$ cat src/logic/mips_pkg.sv
package mips_pkg;

    // data and register values
    typedef logic [31:0] word_t;

    // byte addresses for the pc and the data bus
    typedef logic [31:0] addr_t;

    // raw instruction word as read from the boot ROM
    typedef logic [31:0] instr_t;

    // register number as found in the rs, rt and rd fields
    typedef logic [4:0] reg_idx_t;

    // major opcode, bits 31:26
    typedef logic [5:0] opcode_t;

    // function field of special instructions, bits 5:0
    typedef logic [5:0] funct_t;

    // first fetch after reset
    localparam addr_t RESET_VECTOR = 32'hBFC00000;

    // major opcodes
    localparam opcode_t OP_SPECIAL = 6'b000000;
    localparam opcode_t OP_BEQ     = 6'b000100;
    localparam opcode_t OP_LW      = 6'b100011;
    localparam opcode_t OP_SW      = 6'b101011;

    // special function codes
    localparam funct_t FN_JR   = 6'b001000;
    localparam funct_t FN_ADDU = 6'b100001;

    // v0, exported for observation
    localparam reg_idx_t REG_V0 = 5'd2;

    // execute sequencing
    // ST_RUN retires register-only instructions in one cycle
    // ST_MEM waits for the data bus to finish a load or store
    // ST_HALT is held after a run ends until reset
    typedef enum logic [1:0] {
        ST_RUN,
        ST_MEM,
        ST_HALT
    } exec_state_t;

endpackage

$ cat src/logic/boot_rom.sv
`timescale 1ns/1ps

module boot_rom
    import mips_pkg::*;
(
    input  addr_t  pc,
    output instr_t instr
);

    // fields the program words are built from
    opcode_t     opcode;
    reg_idx_t    rs;
    reg_idx_t    rt;
    reg_idx_t    rd;
    funct_t      funct;
    logic [15:0] imm;
    logic        r_type;

    always_comb begin
        opcode = OP_SPECIAL;
        rs     = '0;
        rt     = '0;
        rd     = '0;
        funct  = '0;
        imm    = '0;
        r_type = 1'b1;
        case (pc)
            32'hBFC00000: begin
                // lw r2, 0(r0)
                opcode = OP_LW;
                rt     = 5'd2;
                imm    = 16'h0000;
                r_type = 1'b0;
            end
            32'hBFC00004: begin
                // lw r3, 4(r0)
                opcode = OP_LW;
                rt     = 5'd3;
                imm    = 16'h0004;
                r_type = 1'b0;
            end
            32'hBFC00008: begin
                // beq r2, r3 to BFC0001C
                opcode = OP_BEQ;
                rs     = 5'd2;
                rt     = 5'd3;
                imm    = 16'h0004;
                r_type = 1'b0;
            end
            32'hBFC0000C: begin
                // addu r4, r2, r3 in the delay slot
                rs    = 5'd2;
                rt    = 5'd3;
                rd    = 5'd4;
                funct = FN_ADDU;
            end
            32'hBFC00010: begin
                // sw r4, 8(r0)
                opcode = OP_SW;
                rt     = 5'd4;
                imm    = 16'h0008;
                r_type = 1'b0;
            end
            32'hBFC0001C: begin
                // sw r2, 12(r0)
                opcode = OP_SW;
                rt     = 5'd2;
                imm    = 16'h000C;
                r_type = 1'b0;
            end
            32'hBFC00014, 32'hBFC00020: begin
                // jr r0, run ends after the next slot
                funct = FN_JR;
            end
            // everything else reads as a nop
            default: ;
        endcase
        if (r_type) begin
            // shift amount is unused by this program
            instr = {opcode, rs, rt, rd, 5'd0, funct};
        end else begin
            instr = {opcode, rs, rt, imm};
        end
    end

endmodule

$ cat src/logic/fetch_unit.sv
`timescale 1ns/1ps

module fetch_unit
    import mips_pkg::*;
(
    input  logic  clk,
    input  logic  rst,
    input  logic  stall,
    input  logic  redirect,
    input  addr_t redirect_target,
    output addr_t pc,
    output logic  halted
);

    // address that follows the instruction now in execute
    addr_t next_pc;
    logic  halted_q;
    logic  retire;

    // reaching address zero ends the run in the same cycle
    assign halted = halted_q || (pc == '0);

    assign retire = !stall && !halted;

    always_ff @(posedge clk) begin
        if (rst) begin
            pc      <= RESET_VECTOR;
            next_pc <= RESET_VECTOR + 32'd4;
        end else if (retire) begin
            // the delay slot is always next_pc
            pc <= next_pc;
            if (redirect) begin
                next_pc <= redirect_target;
            end else begin
                next_pc <= next_pc + 32'd4;
            end
        end
    end

    // sticky until the next reset
    always_ff @(posedge clk) begin
        if (rst) begin
            halted_q <= 1'b0;
        end else if (pc == '0) begin
            halted_q <= 1'b1;
        end
    end

endmodule

$ cat src/logic/reg_file.sv
`timescale 1ns/1ps

module reg_file
    import mips_pkg::*;
(
    input  logic     clk,
    input  logic     rst,
    input  reg_idx_t rs_idx,
    input  reg_idx_t rt_idx,
    input  reg_idx_t wr_idx,
    input  logic     wr_en,
    input  word_t    wr_data,
    output word_t    rs_data,
    output word_t    rt_data,
    output word_t    v0
);

    word_t regs [32];

    // r0 is cleared by reset and never written, so it reads as zero
    always_ff @(posedge clk) begin
        if (rst) begin
            for (int i = 0; i < 32; i++) begin
                regs[i] <= '0;
            end
        end else if (wr_en && (wr_idx != '0)) begin
            regs[wr_idx] <= wr_data;
        end
    end

    // asynchronous read ports
    assign rs_data = regs[rs_idx];
    assign rt_data = regs[rt_idx];

    assign v0 = regs[REG_V0];

endmodule

$ cat src/logic/exec_unit.sv
`timescale 1ns/1ps

module exec_unit
    import mips_pkg::*;
(
    input  logic     clk,
    input  logic     rst,
    input  logic     halted,
    input  logic     mem_done,
    input  instr_t   instr,
    input  addr_t    pc,
    input  word_t    rs_data,
    input  word_t    rt_data,
    input  word_t    mem_rdata,
    output reg_idx_t rs_idx,
    output reg_idx_t rt_idx,
    output reg_idx_t wr_idx,
    output logic     wr_en,
    output word_t    wr_data,
    output logic     stall,
    output logic     redirect,
    output logic     mem_req,
    output logic     mem_write,
    output addr_t    redirect_target,
    output addr_t    mem_addr,
    output word_t    mem_wdata,
    output logic     active
);

    exec_state_t state;
    exec_state_t state_next;

    // instruction fields
    opcode_t     opcode;
    funct_t      funct;
    reg_idx_t    rd;
    logic [15:0] imm;
    word_t       imm_sext;

    logic  is_lw;
    logic  is_sw;
    logic  is_mem;
    logic  is_beq;
    logic  is_jr;
    logic  is_addu;
    logic  run_ok;
    logic  load_done;
    addr_t branch_target;

    assign opcode   = instr[31:26];
    assign rs_idx   = instr[25:21];
    assign rt_idx   = instr[20:16];
    assign rd       = instr[15:11];
    assign funct    = instr[5:0];
    assign imm      = instr[15:0];
    assign imm_sext = {{16{imm[15]}}, imm};

    assign is_lw   = (opcode == OP_LW);
    assign is_sw   = (opcode == OP_SW);
    assign is_mem  = is_lw || is_sw;
    assign is_beq  = (opcode == OP_BEQ);
    assign is_jr   = (opcode == OP_SPECIAL) && (funct == FN_JR);
    assign is_addu = (opcode == OP_SPECIAL) && (funct == FN_ADDU);

    // ready to retire or start something this cycle
    assign run_ok = (state == ST_RUN) && !halted;

    // load and store address is base plus signed offset
    assign mem_addr  = rs_data + imm_sext;
    assign mem_wdata = rt_data;
    assign mem_write = is_sw;
    assign mem_req   = (run_ok && is_mem) || (state == ST_MEM);

    // beq offset counts words from the delay slot
    assign branch_target   = pc + 32'd4 + (imm_sext << 2);
    assign redirect_target = is_jr ? rs_data : branch_target;
    assign redirect        = run_ok && (is_jr || (is_beq && (rs_data == rt_data)));

    // fetch only moves when an instruction retires
    assign stall = !((run_ok && !is_mem) || (state == ST_MEM && mem_done));

    assign load_done = (state == ST_MEM) && mem_done && !mem_write;

    // one write port shared by addu and load return
    always_comb begin
        wr_en   = 1'b0;
        wr_idx  = rd;
        wr_data = rs_data + rt_data;
        if (load_done) begin
            wr_en   = 1'b1;
            wr_idx  = rt_idx;
            wr_data = mem_rdata;
        end else if (run_ok && is_addu) begin
            wr_en = 1'b1;
        end
    end

    always_comb begin
        state_next = state;
        case (state)
            ST_RUN: begin
                if (halted) begin
                    state_next = ST_HALT;
                end else if (is_mem) begin
                    state_next = ST_MEM;
                end
            end
            ST_MEM: begin
                if (mem_done) begin
                    state_next = ST_RUN;
                end
            end
            ST_HALT: begin
                // held until reset
                state_next = ST_HALT;
            end
            default: state_next = ST_HALT;
        endcase
    end

    // reset leaves the first instruction ready to run
    always_ff @(posedge clk) begin
        if (rst) begin
            state <= ST_RUN;
        end else begin
            state <= state_next;
        end
    end

    assign active = !rst && (state != ST_HALT) && !halted;

endmodule

$ cat src/logic/apb_data_master.sv
`timescale 1ns/1ps

module apb_data_master
    import mips_pkg::*;
(
    input  logic  clk,
    input  logic  rst,
    input  logic  mem_req,
    input  logic  mem_write,
    input  addr_t mem_addr,
    input  word_t mem_wdata,
    input  word_t prdata,
    input  logic  pready,
    output logic  psel,
    output logic  penable,
    output logic  pwrite,
    output addr_t paddr,
    output word_t pwdata,
    output logic  mem_done,
    output word_t mem_rdata
);

    logic idle;
    logic start;

    // psel and penable together encode idle, setup and access
    assign idle  = !psel;
    assign start = idle && mem_req;

    always_ff @(posedge clk) begin
        if (rst) begin
            psel    <= 1'b0;
            penable <= 1'b0;
        end else if (start) begin
            psel <= 1'b1;
        end else if (psel && !penable) begin
            penable <= 1'b1;
        end else if (psel && pready) begin
            // back to idle, request drops in the same cycle
            psel    <= 1'b0;
            penable <= 1'b0;
        end
    end

    // held from setup to the end of access
    always_ff @(posedge clk) begin
        if (start) begin
            pwrite <= mem_write;
            paddr  <= mem_addr;
            pwdata <= mem_wdata;
        end
    end

    // single pulse in the pready cycle
    assign mem_done = psel && penable && pready;

    // slave data is only valid with mem_done
    assign mem_rdata = prdata;

endmodule

$ cat src/logic/mips_core.sv
`timescale 1ns/1ps

module mips_core
    import mips_pkg::*;
(
    input  logic  clk,
    input  logic  rst,
    input  word_t prdata,
    input  logic  pready,
    output logic  psel,
    output logic  penable,
    output logic  pwrite,
    output addr_t paddr,
    output word_t pwdata,
    output logic  active,
    output word_t register_v0
);

    // fetch and ROM
    addr_t  pc;
    instr_t instr;
    logic   halted;

    // execute to fetch
    logic  stall;
    logic  redirect;
    addr_t redirect_target;

    // register file
    reg_idx_t rs_idx;
    reg_idx_t rt_idx;
    reg_idx_t wr_idx;
    logic     wr_en;
    word_t    wr_data;
    word_t    rs_data;
    word_t    rt_data;

    // execute to data master
    logic  mem_req;
    logic  mem_write;
    addr_t mem_addr;
    word_t mem_wdata;
    logic  mem_done;
    word_t mem_rdata;

    fetch_unit u_fetch (
        .clk             (clk),
        .rst             (rst),
        .stall           (stall),
        .redirect        (redirect),
        .redirect_target (redirect_target),
        .pc              (pc),
        .halted          (halted)
    );

    boot_rom u_rom (
        .pc    (pc),
        .instr (instr)
    );

    exec_unit u_exec (
        .clk             (clk),
        .rst             (rst),
        .halted          (halted),
        .mem_done        (mem_done),
        .instr           (instr),
        .pc              (pc),
        .rs_data         (rs_data),
        .rt_data         (rt_data),
        .mem_rdata       (mem_rdata),
        .rs_idx          (rs_idx),
        .rt_idx          (rt_idx),
        .wr_idx          (wr_idx),
        .wr_en           (wr_en),
        .wr_data         (wr_data),
        .stall           (stall),
        .redirect        (redirect),
        .mem_req         (mem_req),
        .mem_write       (mem_write),
        .redirect_target (redirect_target),
        .mem_addr        (mem_addr),
        .mem_wdata       (mem_wdata),
        .active          (active)
    );

    reg_file u_regs (
        .clk     (clk),
        .rst     (rst),
        .rs_idx  (rs_idx),
        .rt_idx  (rt_idx),
        .wr_idx  (wr_idx),
        .wr_en   (wr_en),
        .wr_data (wr_data),
        .rs_data (rs_data),
        .rt_data (rt_data),
        .v0      (register_v0)
    );

    apb_data_master u_apb (
        .clk       (clk),
        .rst       (rst),
        .mem_req   (mem_req),
        .mem_write (mem_write),
        .mem_addr  (mem_addr),
        .mem_wdata (mem_wdata),
        .prdata    (prdata),
        .pready    (pready),
        .psel      (psel),
        .penable   (penable),
        .pwrite    (pwrite),
        .paddr     (paddr),
        .pwdata    (pwdata),
        .mem_done  (mem_done),
        .mem_rdata (mem_rdata)
    );

endmodule

$ cat config.mk
export PLATFORM = sky130hd
export DESIGN_NAME = mips_core
export DESIGN_NICKNAME = d
export VERILOG_FILES = /design/src/logic/mips_pkg.sv /design/src/logic/boot_rom.sv /design/src/logic/fetch_unit.sv /design/src/logic/reg_file.sv /design/src/logic/exec_unit.sv /design/src/logic/apb_data_master.sv /design/src/logic/mips_core.sv
export SDC_FILE = /design/constraint.sdc
export NUM_CORES = 1
export LEC_CHECK = 0
export BUFFER_PORTS_ARGS = -buffer_cell sky130_fd_sc_hd__clkbuf_2
export CAP_MARGIN = 20
export CORE_MARGIN = 8
export CORE_UTILIZATION = 58
export CTS_CLUSTER_DIAMETER = 50
export DETAILED_ROUTE_END_ITERATION = 8
export PLACE_DENSITY_LB_ADDON = 0.15
export SETUP_SLACK_MARGIN = 0.15
export SYNTH_ARGS = -nofsm -noshare
export SYNTH_HDL_FRONTEND = slang
export SYNTH_SLANG_ARGS = --single-unit
export TNS_END_PERCENT = 5
$ cat constraint.sdc
create_clock -name clk -period 6.2 [get_ports clk]
set_input_delay 0.31 -clock clk [delete_from_list [all_inputs] [get_ports clk]]
set_output_delay 0.31 -clock clk [all_outputs]
set_load 0.02 [all_outputs]
Word-level counts from Yosys, hierarchy flattened --
Memories as Yosys holds them, arrays and structs flattened. Index checks and enable logic that the tools add are counted.
Storage, ports and cells: flip-flop bits (word level) 134, bits in writable memories 1024, bits of input ports 35, output and inout port bits 100, word-level logic and storage cells 112, memories 1
Operators by class: add/subtract/negate cells 5, eq/ne operators 19, muxes and demuxes 29, bitwise gates (word level) 1, reduce and logical (&&, ||, !) cells 48
Memories:
- u_regs.regs | depth 32, width 32, rd ports 3, clocked after memory_dff 0, write ports 32, line reg_file.sv:18 | word_t regs [32];
Operator list (number):
- 32-bit == test (second input constant) | 8
- 32-bit two-way mux | 4
- 32-bit by 3-bit adder with 32-bit output (second input constant) | 2
- 32-bit by 14-bit adder with 32-bit output | 1
- 32-bit by 16-bit adder with 32-bit output | 1
- 32-bit adder | 1
- 32-bit == test | 1
- 32-bit zero test | 1
- 32-bit OR reduction | 1
- 1-bit logical AND | 19
- 6-bit == test (second input constant) | 3
- 6-bit case mux with 3 select lines | 1
- 14-bit two-way mux | 1
- 1-bit two-way mux | 12
- 4-bit case mux with 3 select lines | 1
- 6-bit case mux with 2 select lines | 1
- 2-bit OR reduction | 6
- 3-bit case mux with 3 select lines | 1
- 2-bit two-way mux | 4
- 6-bit by 3-bit == test with 1-bit output (second input constant) | 1
- 6-bit by 4-bit == test with 1-bit output (second input constant) | 1
- 1-bit zero test | 6
- 6-bit zero test | 1
- 3-bit two-way mux | 2
- 14 further kinds | 22

Logic depth before layout (Yosys ltp) --
Gate-level depths: netlist of run 1.
word-level depth 15, depth in mapped cells 24, depth with buffers taken out 19

Modules after synthesis --
A second synthesis of run 1 with hierarchy kept.
Second synthesis, totals: cell total of the unflattened synthesis 6178, area, all modules 68763.4 um^2
Modules (own cells, without submodules):
- reg_file | instances 1, cells an instance 4605, area each 56132.6 um^2, sequential area each 30749.5 um^2
- exec_unit | instances 1, cells an instance 972, area each 6615.1 um^2, sequential area each 40.0 um^2
- fetch_unit | instances 1, cells an instance 439, area each 3298.2 um^2, sequential area each 1301.2 um^2
- apb_data_master | instances 1, cells an instance 105, area each 2269.7 um^2, sequential area each 1991.9 um^2
- boot_rom | instances 1, cells an instance 57, area each 447.9 um^2, sequential area each 0.0 um^2

Worst setup path after synthesis of run 1 --
No wires, ideal clock.
path kind flip-flop to flip-flop, start point register u_fetch.pc[6], end point register u_apb.paddr[0], enable pin, setup time 0.488 ns, arrival 4.392 ns, data required time 5.712 ns, slack 1.320 ns, cell stages (with the launch flop) 9, path buffers 1, clock period less this slack 4.880 ns, cell sequence dfxtp_1 -> or4_4 -> nor2_1 -> and3_1 -> clkbuf_1 -> nand2_1 -> o21ai_0 -> nand2b_1 -> nor2_1
On the way: longest elaborated chain between the ends 8, elaborated cells on any way between the ends 18, classes of those cells eq/ne: 7; mux: 1; reduce/logical: 10
Ends and longest elaborated chain:
- from (decl) | line fetch_unit.sv:11 | output addr_t pc,
- from (signal assigned) | line fetch_unit.sv:31 | pc <= next_pc;
- 32-bit == test | line boot_rom.sv:27 | case (pc)
- 2-bit OR reduction (no line)
- 6-bit case mux with 3 select lines | line boot_rom.sv:27
- 6-bit == test (on tied branches) | line exec_unit.sv:58, exec_unit.sv:59
- 1-bit logical OR | line exec_unit.sv:60 | assign is_mem = is_lw || is_sw;
- 1-bit logical AND * | line exec_unit.sv:72 | assign mem_req = (run_ok && is_mem) || (state == ST_MEM);
- 1-bit logical OR * | line exec_unit.sv:72
- 1-bit logical AND * | line apb_data_master.sv:28 | assign start = idle && mem_req;
- via u_apb.start | line apb_data_master.sv:24 | logic start;
- to (signal assigned) | line apb_data_master.sv:49 | paddr <= mem_addr;
- to (decl) | line apb_data_master.sv:17 | output addr_t paddr,
Mark *: on every way through the listed nets, which the timed path passes. The rest lies on a longest branch. A chain may end at the register's enable or synchronous reset.

Worst setup path in the final report of run 1 --
start point register u_fetch.pc[11], end point register u_fetch.next_pc[3]
On the way: longest elaborated chain between the ends 9, elaborated cells on any way between the ends 45, classes of those cells add/sub: 1; eq/ne: 13; mux: 8; reduce/logical: 22; memory: 1
Ends and longest elaborated chain:
- 32-bit == test | line boot_rom.sv:27
- 3-bit OR reduction (no line) or 2-bit OR reduction (tied branches)
- 3-bit case mux with 3 select lines * | line boot_rom.sv:27
- memory read 32 x 32 bit *
- via mem_wdata[14] | line mips_core.sv:42 | word_t mem_wdata;
- 32-bit == test * | line exec_unit.sv:77 | assign redirect = run_ok && (is_jr || (is_beq && (rs_data == rt_data)));
- 1-bit logical AND * | line exec_unit.sv:77
- 1-bit logical OR * | line exec_unit.sv:77
- 1-bit logical AND * | line exec_unit.sv:77
- 32-bit two-way mux * | line fetch_unit.sv:32 | if (redirect) begin
- to (signal assigned) | line fetch_unit.sv:28 | next_pc <= RESET_VECTOR + 32'd4;
- to (signal assigned) | line fetch_unit.sv:33 | next_pc <= redirect_target;
- to (signal assigned) | line fetch_unit.sv:35 | next_pc <= next_pc + 32'd4;
- to (decl) | line fetch_unit.sv:16 | addr_t next_pc;
Marked as above.

==> results of run 1 <==
## cell families after synthesis
logic type,share of synthesized area (%)
buffers and inverters,3.546
adder cells (fa/ha/maj),4.302
AO/OA/AOI/OAI,13.26
flip-flops,48.77
other,0.02548
XOR/XNOR,4.940
AND/OR/NAND/NOR,20.85
multiplexers,4.302
## power groups by stage
stage               registers, mW  logic, mW  clock network [mW]
global placement             2.54       3.41                   0
finish                       2.51       3.51                1.95
floorplan                    2.82       2.15                   0
detailed placement           2.54       3.43                   0
CTS                          2.50       3.46                1.96
global route                 2.54       3.79                2.03
## worst reg2reg max path, cell delays in order (launching register included)
cell and delay, ns:
dfxtp_1 0.35, nor4_1 0.36, and4_1 0.40, and3_1 0.36
nand2b_2 0.28, buf_4 0.35, nor2_1 0.16, a21oi_1 0.05
o21ai_0 0.39, ha_1 0.42, nor4_1 0.35, nand4_1 0.21
or3_4 0.43, o31a_1 0.36, nor2b_4 0.15, buf_4 0.21
nor2_1 0.07, a311o_1 0.31, a21oi_1 0.12
## per-stage QoR
stage	instance area [um2]	cells	worst slack [ns]	util [%]	power, mW
floorplan	14830	1552	1.320	-	4.975
global placement	15850	1960	0.7417	63.32	5.943
detailed placement	15850	1960	0.6983	63.32	5.967
CTS	16960	2018	0.6506	67.73	7.925
global route	16960	2018	0.3593	67.74	8.356
finish	16960	2019	0.8189	67.75	7.960
## metal layers
metal  track usage, %  vias up
li1                 -     5815
met1            35.50     6002
met2            43.20      557
met3            5.884      102
met4            10.63        0
met5           0.9983        -
## repair_timing
action                                  4_1_cts  5_1_grt
endpoints found under the setup margin        0        3
gates resized for setup                       0        2
hold buffers                                  0        0
hold endpoints to repair                      0        0
## cell type report
| class | count | area, um2 |
|---|---|---|
| fill | 2006 | 8074 |
| tap | 330 | 412.9 |
| sequential | 262 | 7177 |
| inverter | 43 | 161.4 |
| antenna | 1 | 2.502 |
| clock inverter | 20 | 217.7 |
| multi-input combinational | 1159 | 7179 |
| clock buffer | 38 | 885.9 |
| timing repair buffer | 166 | 925.9 |
## path summary, 6_finish.rpt
kind	from	endpoint	slack (ns)	cells after the start
min	prdata[7]	u_regs.regs[3][7]	0.08	2
max	u_fetch.pc[11]	u_fetch.next_pc[3]	0.82	18
max reg2reg	u_fetch.pc[11]	u_fetch.next_pc[3]	0.82	18
min reg2reg	u_fetch.next_pc[1]	u_fetch.pc[1]	0.48	2
## synthesized netlist by cell type, drive strengths merged (10+ instances only)
cell type and number:
nand3 50, nor2b 10, a21oi 122, a31oi 17, xnor2 58, edfxtp 193, xor2 25, o21ai 82
dfxtp 69, a211oi 21, ha 49, mux2i 56, nand3b 12, buf 26, nand2 198, and3 47
nand4 31, inv 43, a21o 17, nor4 26, nand2b 13, clkbuf 62, nor2 126, nor3 31
and2 35
## sequential cells by signal (all words and copies together) (netlist names), 2 cells and up
name,cells
u_exec.state,2
u_regs.regs,128
u_fetch.pc,32
u_apb.paddr,32
u_apb.pwdata,32
u_fetch.next_pc,32
==> results_dict.tcl, run 1 <==
set metrics [dict create \
    wire_per_inst_um 21.24 \
    ios 135 \
    met3WireLength_mm 3.935 \
    yosysTopAreaCellShare_pct 39.38 \
    crit_family "simple AND/OR/NAND/NOR gates" \
    avgViaCountPerCell 6.179 \
    insertion_delay_ns 0.52 \
    dieArea_um2 30720 \
    num_rows 58 \
    cts_tree "built" \
    worstSetupPathType "flop to flop" \
    cts_root_buf "clkbuf_16" \
    maxCapViolations 0 \
    grt_max_degree 60 \
    slew_headroom_pct 34.94 \
    grt_pass1_vias 12010 \
    drt_pass1_iterations 5 \
    clock_power_share_pct 24.4 \
    ir_drop_mv 0.3528 \
    area_growth_pct 15.27 \
    ctsHtreeMaxLevel 2 \
    finalWirelength_mm 42.88 \
    critical-path-max-stage-delay_ns 0.43 \
    synth_top_area_cell "edfxtp_1" \
    hpwl_mm 29.93 \
    clk_pin_slew_worst_paths_ns 0.06 \
    core_region_area_um2 25040 \
    path_cells "nor4_1 -> and4_1 -> and3_1 -> nand2b_2 -> buf_4 -> nor2_1 -> a21oi_1 -> o21ai_0 -> ha_1 -> nor4_1 -> nand4_1 -> or3_4 -> o31a_1 -> nor2b_4 -> buf_4 -> nor2_1 -> a311o_1 -> a21oi_1" \
    setup-violations-final 0 \
    switching_share_pct 41.58 \
    p_leak_nw 6.948 \
    hold_violations 0 \
    die_h_um 175.3 \
    synthCells 1521 \
    nNetsFinal 1751 \
    final_max_slew_viol_count 0 \
    worst-path-buf-inv 2 \
    endpoint_kind "flop" \
    power_density_nw_per_um2 469.3 \
    postCtsSetupBuffers 0 \
    synth-edff-count 193 \
    wl_met2_mm 19.82 \
    p_sw_mw 3.310 \
    seq_area_frac_synth_pct 48.77 \
    worstPathArrival_ns 5.81 \
    ys_warn_count 0 \
    finalCritPeriodShare_pct 86.79 \
    most-common-layout-cells "nand2_1, edfxtp_1, clkbuf_2" \
    setup.worst_path.start_class "flop" \
    cp_slowest_cell "or3_4" \
    timing.fmax_mhz 185.8 \
    worstHoldPathType "input pin to flop" \
    hold_slack_ns 0.07545 \
    synth-seq-cells 262 \
    fin_setup_tns_ns 0 \
    drive_gt1_share_pct 15.46 \
    grt_pass1_wl_mm 66.14 \
    finalClockSkew_ns 0.01796 \
    fp.dieW_um 175.3 \
    cp.required_ns 6.63 \
    gp_congestion 0.9412 \
    synth_cell_types 83 \
    gr-usage-all-layers_pct 27.08 \
    clockBufferDepth 3 \
    min_period_ns 5.381 \
    initial_core_util_pct 58.78 \
    power_frac_comb_pct 44.1 \
    grt_overflow 0 \
    status "finished, final reports clean" \
    drt-met1-wl_mm 17.80 \
    p_int_mw 4.650 \
    clkSinkCount 262 \
    synth-main-ff-cell "edfxtp_1" \
    ant_nets 0 \
    syn_avg_cell_area_um2 9.675 \
    numPortBuffers 134 \
    layout_commonest_cell "nand2_1" \
    rsz0062_at_grt "no" \
    drc_errors 0 \
    drt_iter0_drc 1193 \
    cp_max_fo 32 \
    netlist_area_um2 14720 \
    synth_area_leaders "edfxtp_1, dfxtp_1, nand2_1" \
    vias 12480 \
    seq_power_share_pct 31.5 \
    numCtsBuffers 34 \
    antenna_found_initial 0 \
    top_layer_used "met4" \
    tightestPinTransition_ns 0.9512 \
    ys_async_sr_fraction_pct 0 \
]
No activity file was read; power rests on OpenSTA's default activity.
==> run 2: changes to the inputs <==
Clock period 6.2 ns to 6.3 ns, I/O delays scaled along.
==> run 2 against run 1 <==
Register-to-register slack got worse by 0.17 ns; cell count fell by 0.64%; worst hold slack got worse by 0.051 ns; clock skew rose by 0.0036 ns; sequential share of layout area rose by 0.30 points; combinational power fell by 2%; core utilization fell by 0.48 points; clock-buffer cell count fell by 2.
==> results_dict.tcl, run 2 (synthesis gave the netlist of run 1 again) <==
set metrics [dict create \
    cp.required_ns 6.60 \
    reg2reg_to "u_regs.regs[4][30]" \
    worstSetupPathType "flop to flop" \
    gp_congestion 0.9231 \
    status "finished, final reports clean" \
    endpoint_kind "flop" \
    grt_max_degree 66 \
    cp_slowest_cell "o41ai_1" \
    largest_reg_flops 128 \
    ctsHoldBuffers 0 \
    wire_per_inst_um 20.89 \
    cts_root_buf "clkbuf_16" \
    vias 12320 \
    drive_gt1_share_pct 14.68 \
    ios 135 \
    finalWirelength_mm 41.92 \
    worstPathArrival_ns 5.95 \
    tightestPinTransition_ns 0.9833 \
    worstHoldPathType "input pin to flop" \
    final_area_um2 16840 \
    drt_iter0_drc 1099 \
    area_growth_pct 14.45 \
    rr_worst_depth 18 \
    cts_tree "built" \
    finalClockSkew_ns 0.02153 \
    cts_resized 0 \
    rsz0062_at_grt "no" \
    drt_pass1_iterations 5 \
    numCtsBuffers 30 \
    stdcell_count 2006 \
    clkSinkCount 262 \
    max_flop_register "u_regs.regs" \
    placed_cells 1950 \
    clockBufferDepth 3 \
    dieArea_um2 30720 \
    ctsHtreeMaxLevel 1 \
    most-common-layout-cells "nand2_1, edfxtp_1, clkbuf_2" \
    timing.fmax_mhz 176.9 \
    rrSetupSlack_ns 0.65 \
    insertion_delay_ns 0.57 \
    ir_drop_mv 0.6836 \
    power_density_nw_per_um2 458.8 \
    fp.dieW_um 175.3 \
    critPathLaunch "u_fetch.pc[6]" \
    grt_pass1_wl_mm 65.49 \
    setup.worst_path.start_class "flop" \
    maxCapViolations 0 \
    path_depth 18 \
    layout_commonest_cell "nand2_1" \
    nFillCells 2017 \
    p_leak_nw 6.864 \
    avgViaCountPerCell 6.142 \
    drc_errors 0 \
    critical-path-max-stage-delay_ns 0.69 \
    totalPowerFinal_mw 7.727 \
    final_max_slew_viol_count 0 \
    postPlaceCellArea_um2 15800 \
    core_region_area_um2 25040 \
    nNetsFinal 1737 \
    endpoint "u_regs.regs[4][30]" \
    fin_setup_tns_ns 0 \
    finalCritPeriodShare_pct 89.73 \
    hold_violations 0 \
    numPortBuffers 134 \
    clk_pin_slew_worst_paths_ns 0.06 \
    min_period_ns 5.653 \
    gr-usage-all-layers_pct 26.67 \
    antenna_found_initial 0 \
    slew_headroom_pct 34.29 \
    initial_core_util_pct 58.78 \
    r2r_start "u_fetch.pc[6]" \
    grt_overflow 0 \
    antennaDiodeCount 0 \
    hold_slack_ns 0.02454 \
    ant_nets 0 \
    worst-path-buf-inv 1 \
    setup-violations-final 0 \
    num_rows 58 \
    cp_max_fo 37 \
    crit_family "compound AO/OA/AOI/OAI gates" \
    grt_pass1_vias 11860 \
    postCtsSetupBuffers 0 \
    path_cells "or4_4 -> nor2_1 -> and3_1 -> and3_2 -> buf_12 -> nand2_1 -> o21ai_0 -> ha_1 -> fa_1 -> a21oi_1 -> o211a_1 -> o211ai_1 -> a41o_1 -> a21oi_1 -> o41ai_1 -> o22ai_1 -> xor2_1 -> nor2_1" \
    die_h_um 175.3 \
    hpwl_mm 29.23 \
]
-- run 2: changes by cell type in the layout (fill, tap and decap cells not counted), moves of 2 or more --
cell / delta
clkbuf_16: -4
inv_6: -4
inv_8: +2
buf_12: +2
buf_4: -12
clkbuf_1: +3
-- run 2: cell type report --
type	instances	area, um2	share of cell area (%)
clock inverter	20	255.2	1.516
tap	330	412.9	2.452
inverter	43	161.4	0.9584
multi-input combinational	1159	7176	42.61
sequential	262	7177	42.62
timing repair buffer	156	875.8	5.201
clock buffer	36	783.3	4.651
-- run 2: layer usage --
metal	part of all wire, %	routed length, um	global-route usage, %
met1	43	17920	36.11
met2	46	19190	41.81
met3	8.7	3628	6.098
met4	2.8	1172	8.795
met5	0	0	0
-- run 2: how the worst min path moves through the flow --
stage | startpoint | to | slack [ns] | cells past startpoint
after global routing | prdata[10] | u_regs.regs[3][10] | 0.007 | 2
after floorplan | u_fetch.next_pc[0] | u_fetch.pc[0] | 0.43 | 2
after detailed placement | u_fetch.next_pc[1] | u_fetch.pc[1] | 0.45 | 2
after CTS | prdata[10] | u_regs.regs[3][10] | 0.004 | 2
after global placement | u_fetch.next_pc[1] | u_fetch.pc[1] | 0.44 | 2
final | prdata[10] | u_regs.regs[3][10] | 0.02 | 2
-- run 2: power by group --
part	leakage (nW)	internal [mW]	switching [mW]
logic	3.88	1.12	2.31
registers	2.48	2.30	0.185
clock network	0.499	1.07	0.750
total	6.86	4.48	3.24
-- run 2: metrics by stage --
stage	util [%]	setup WS, ns
4_1_cts	67.27	0.7735
3_5_place_dp	63.12	0.8447
5_1_grt	67.27	0.3849
6_report	67.27	0.6470
3_3_place_gp	63.12	0.9279
2_1_floorplan	-	1.420
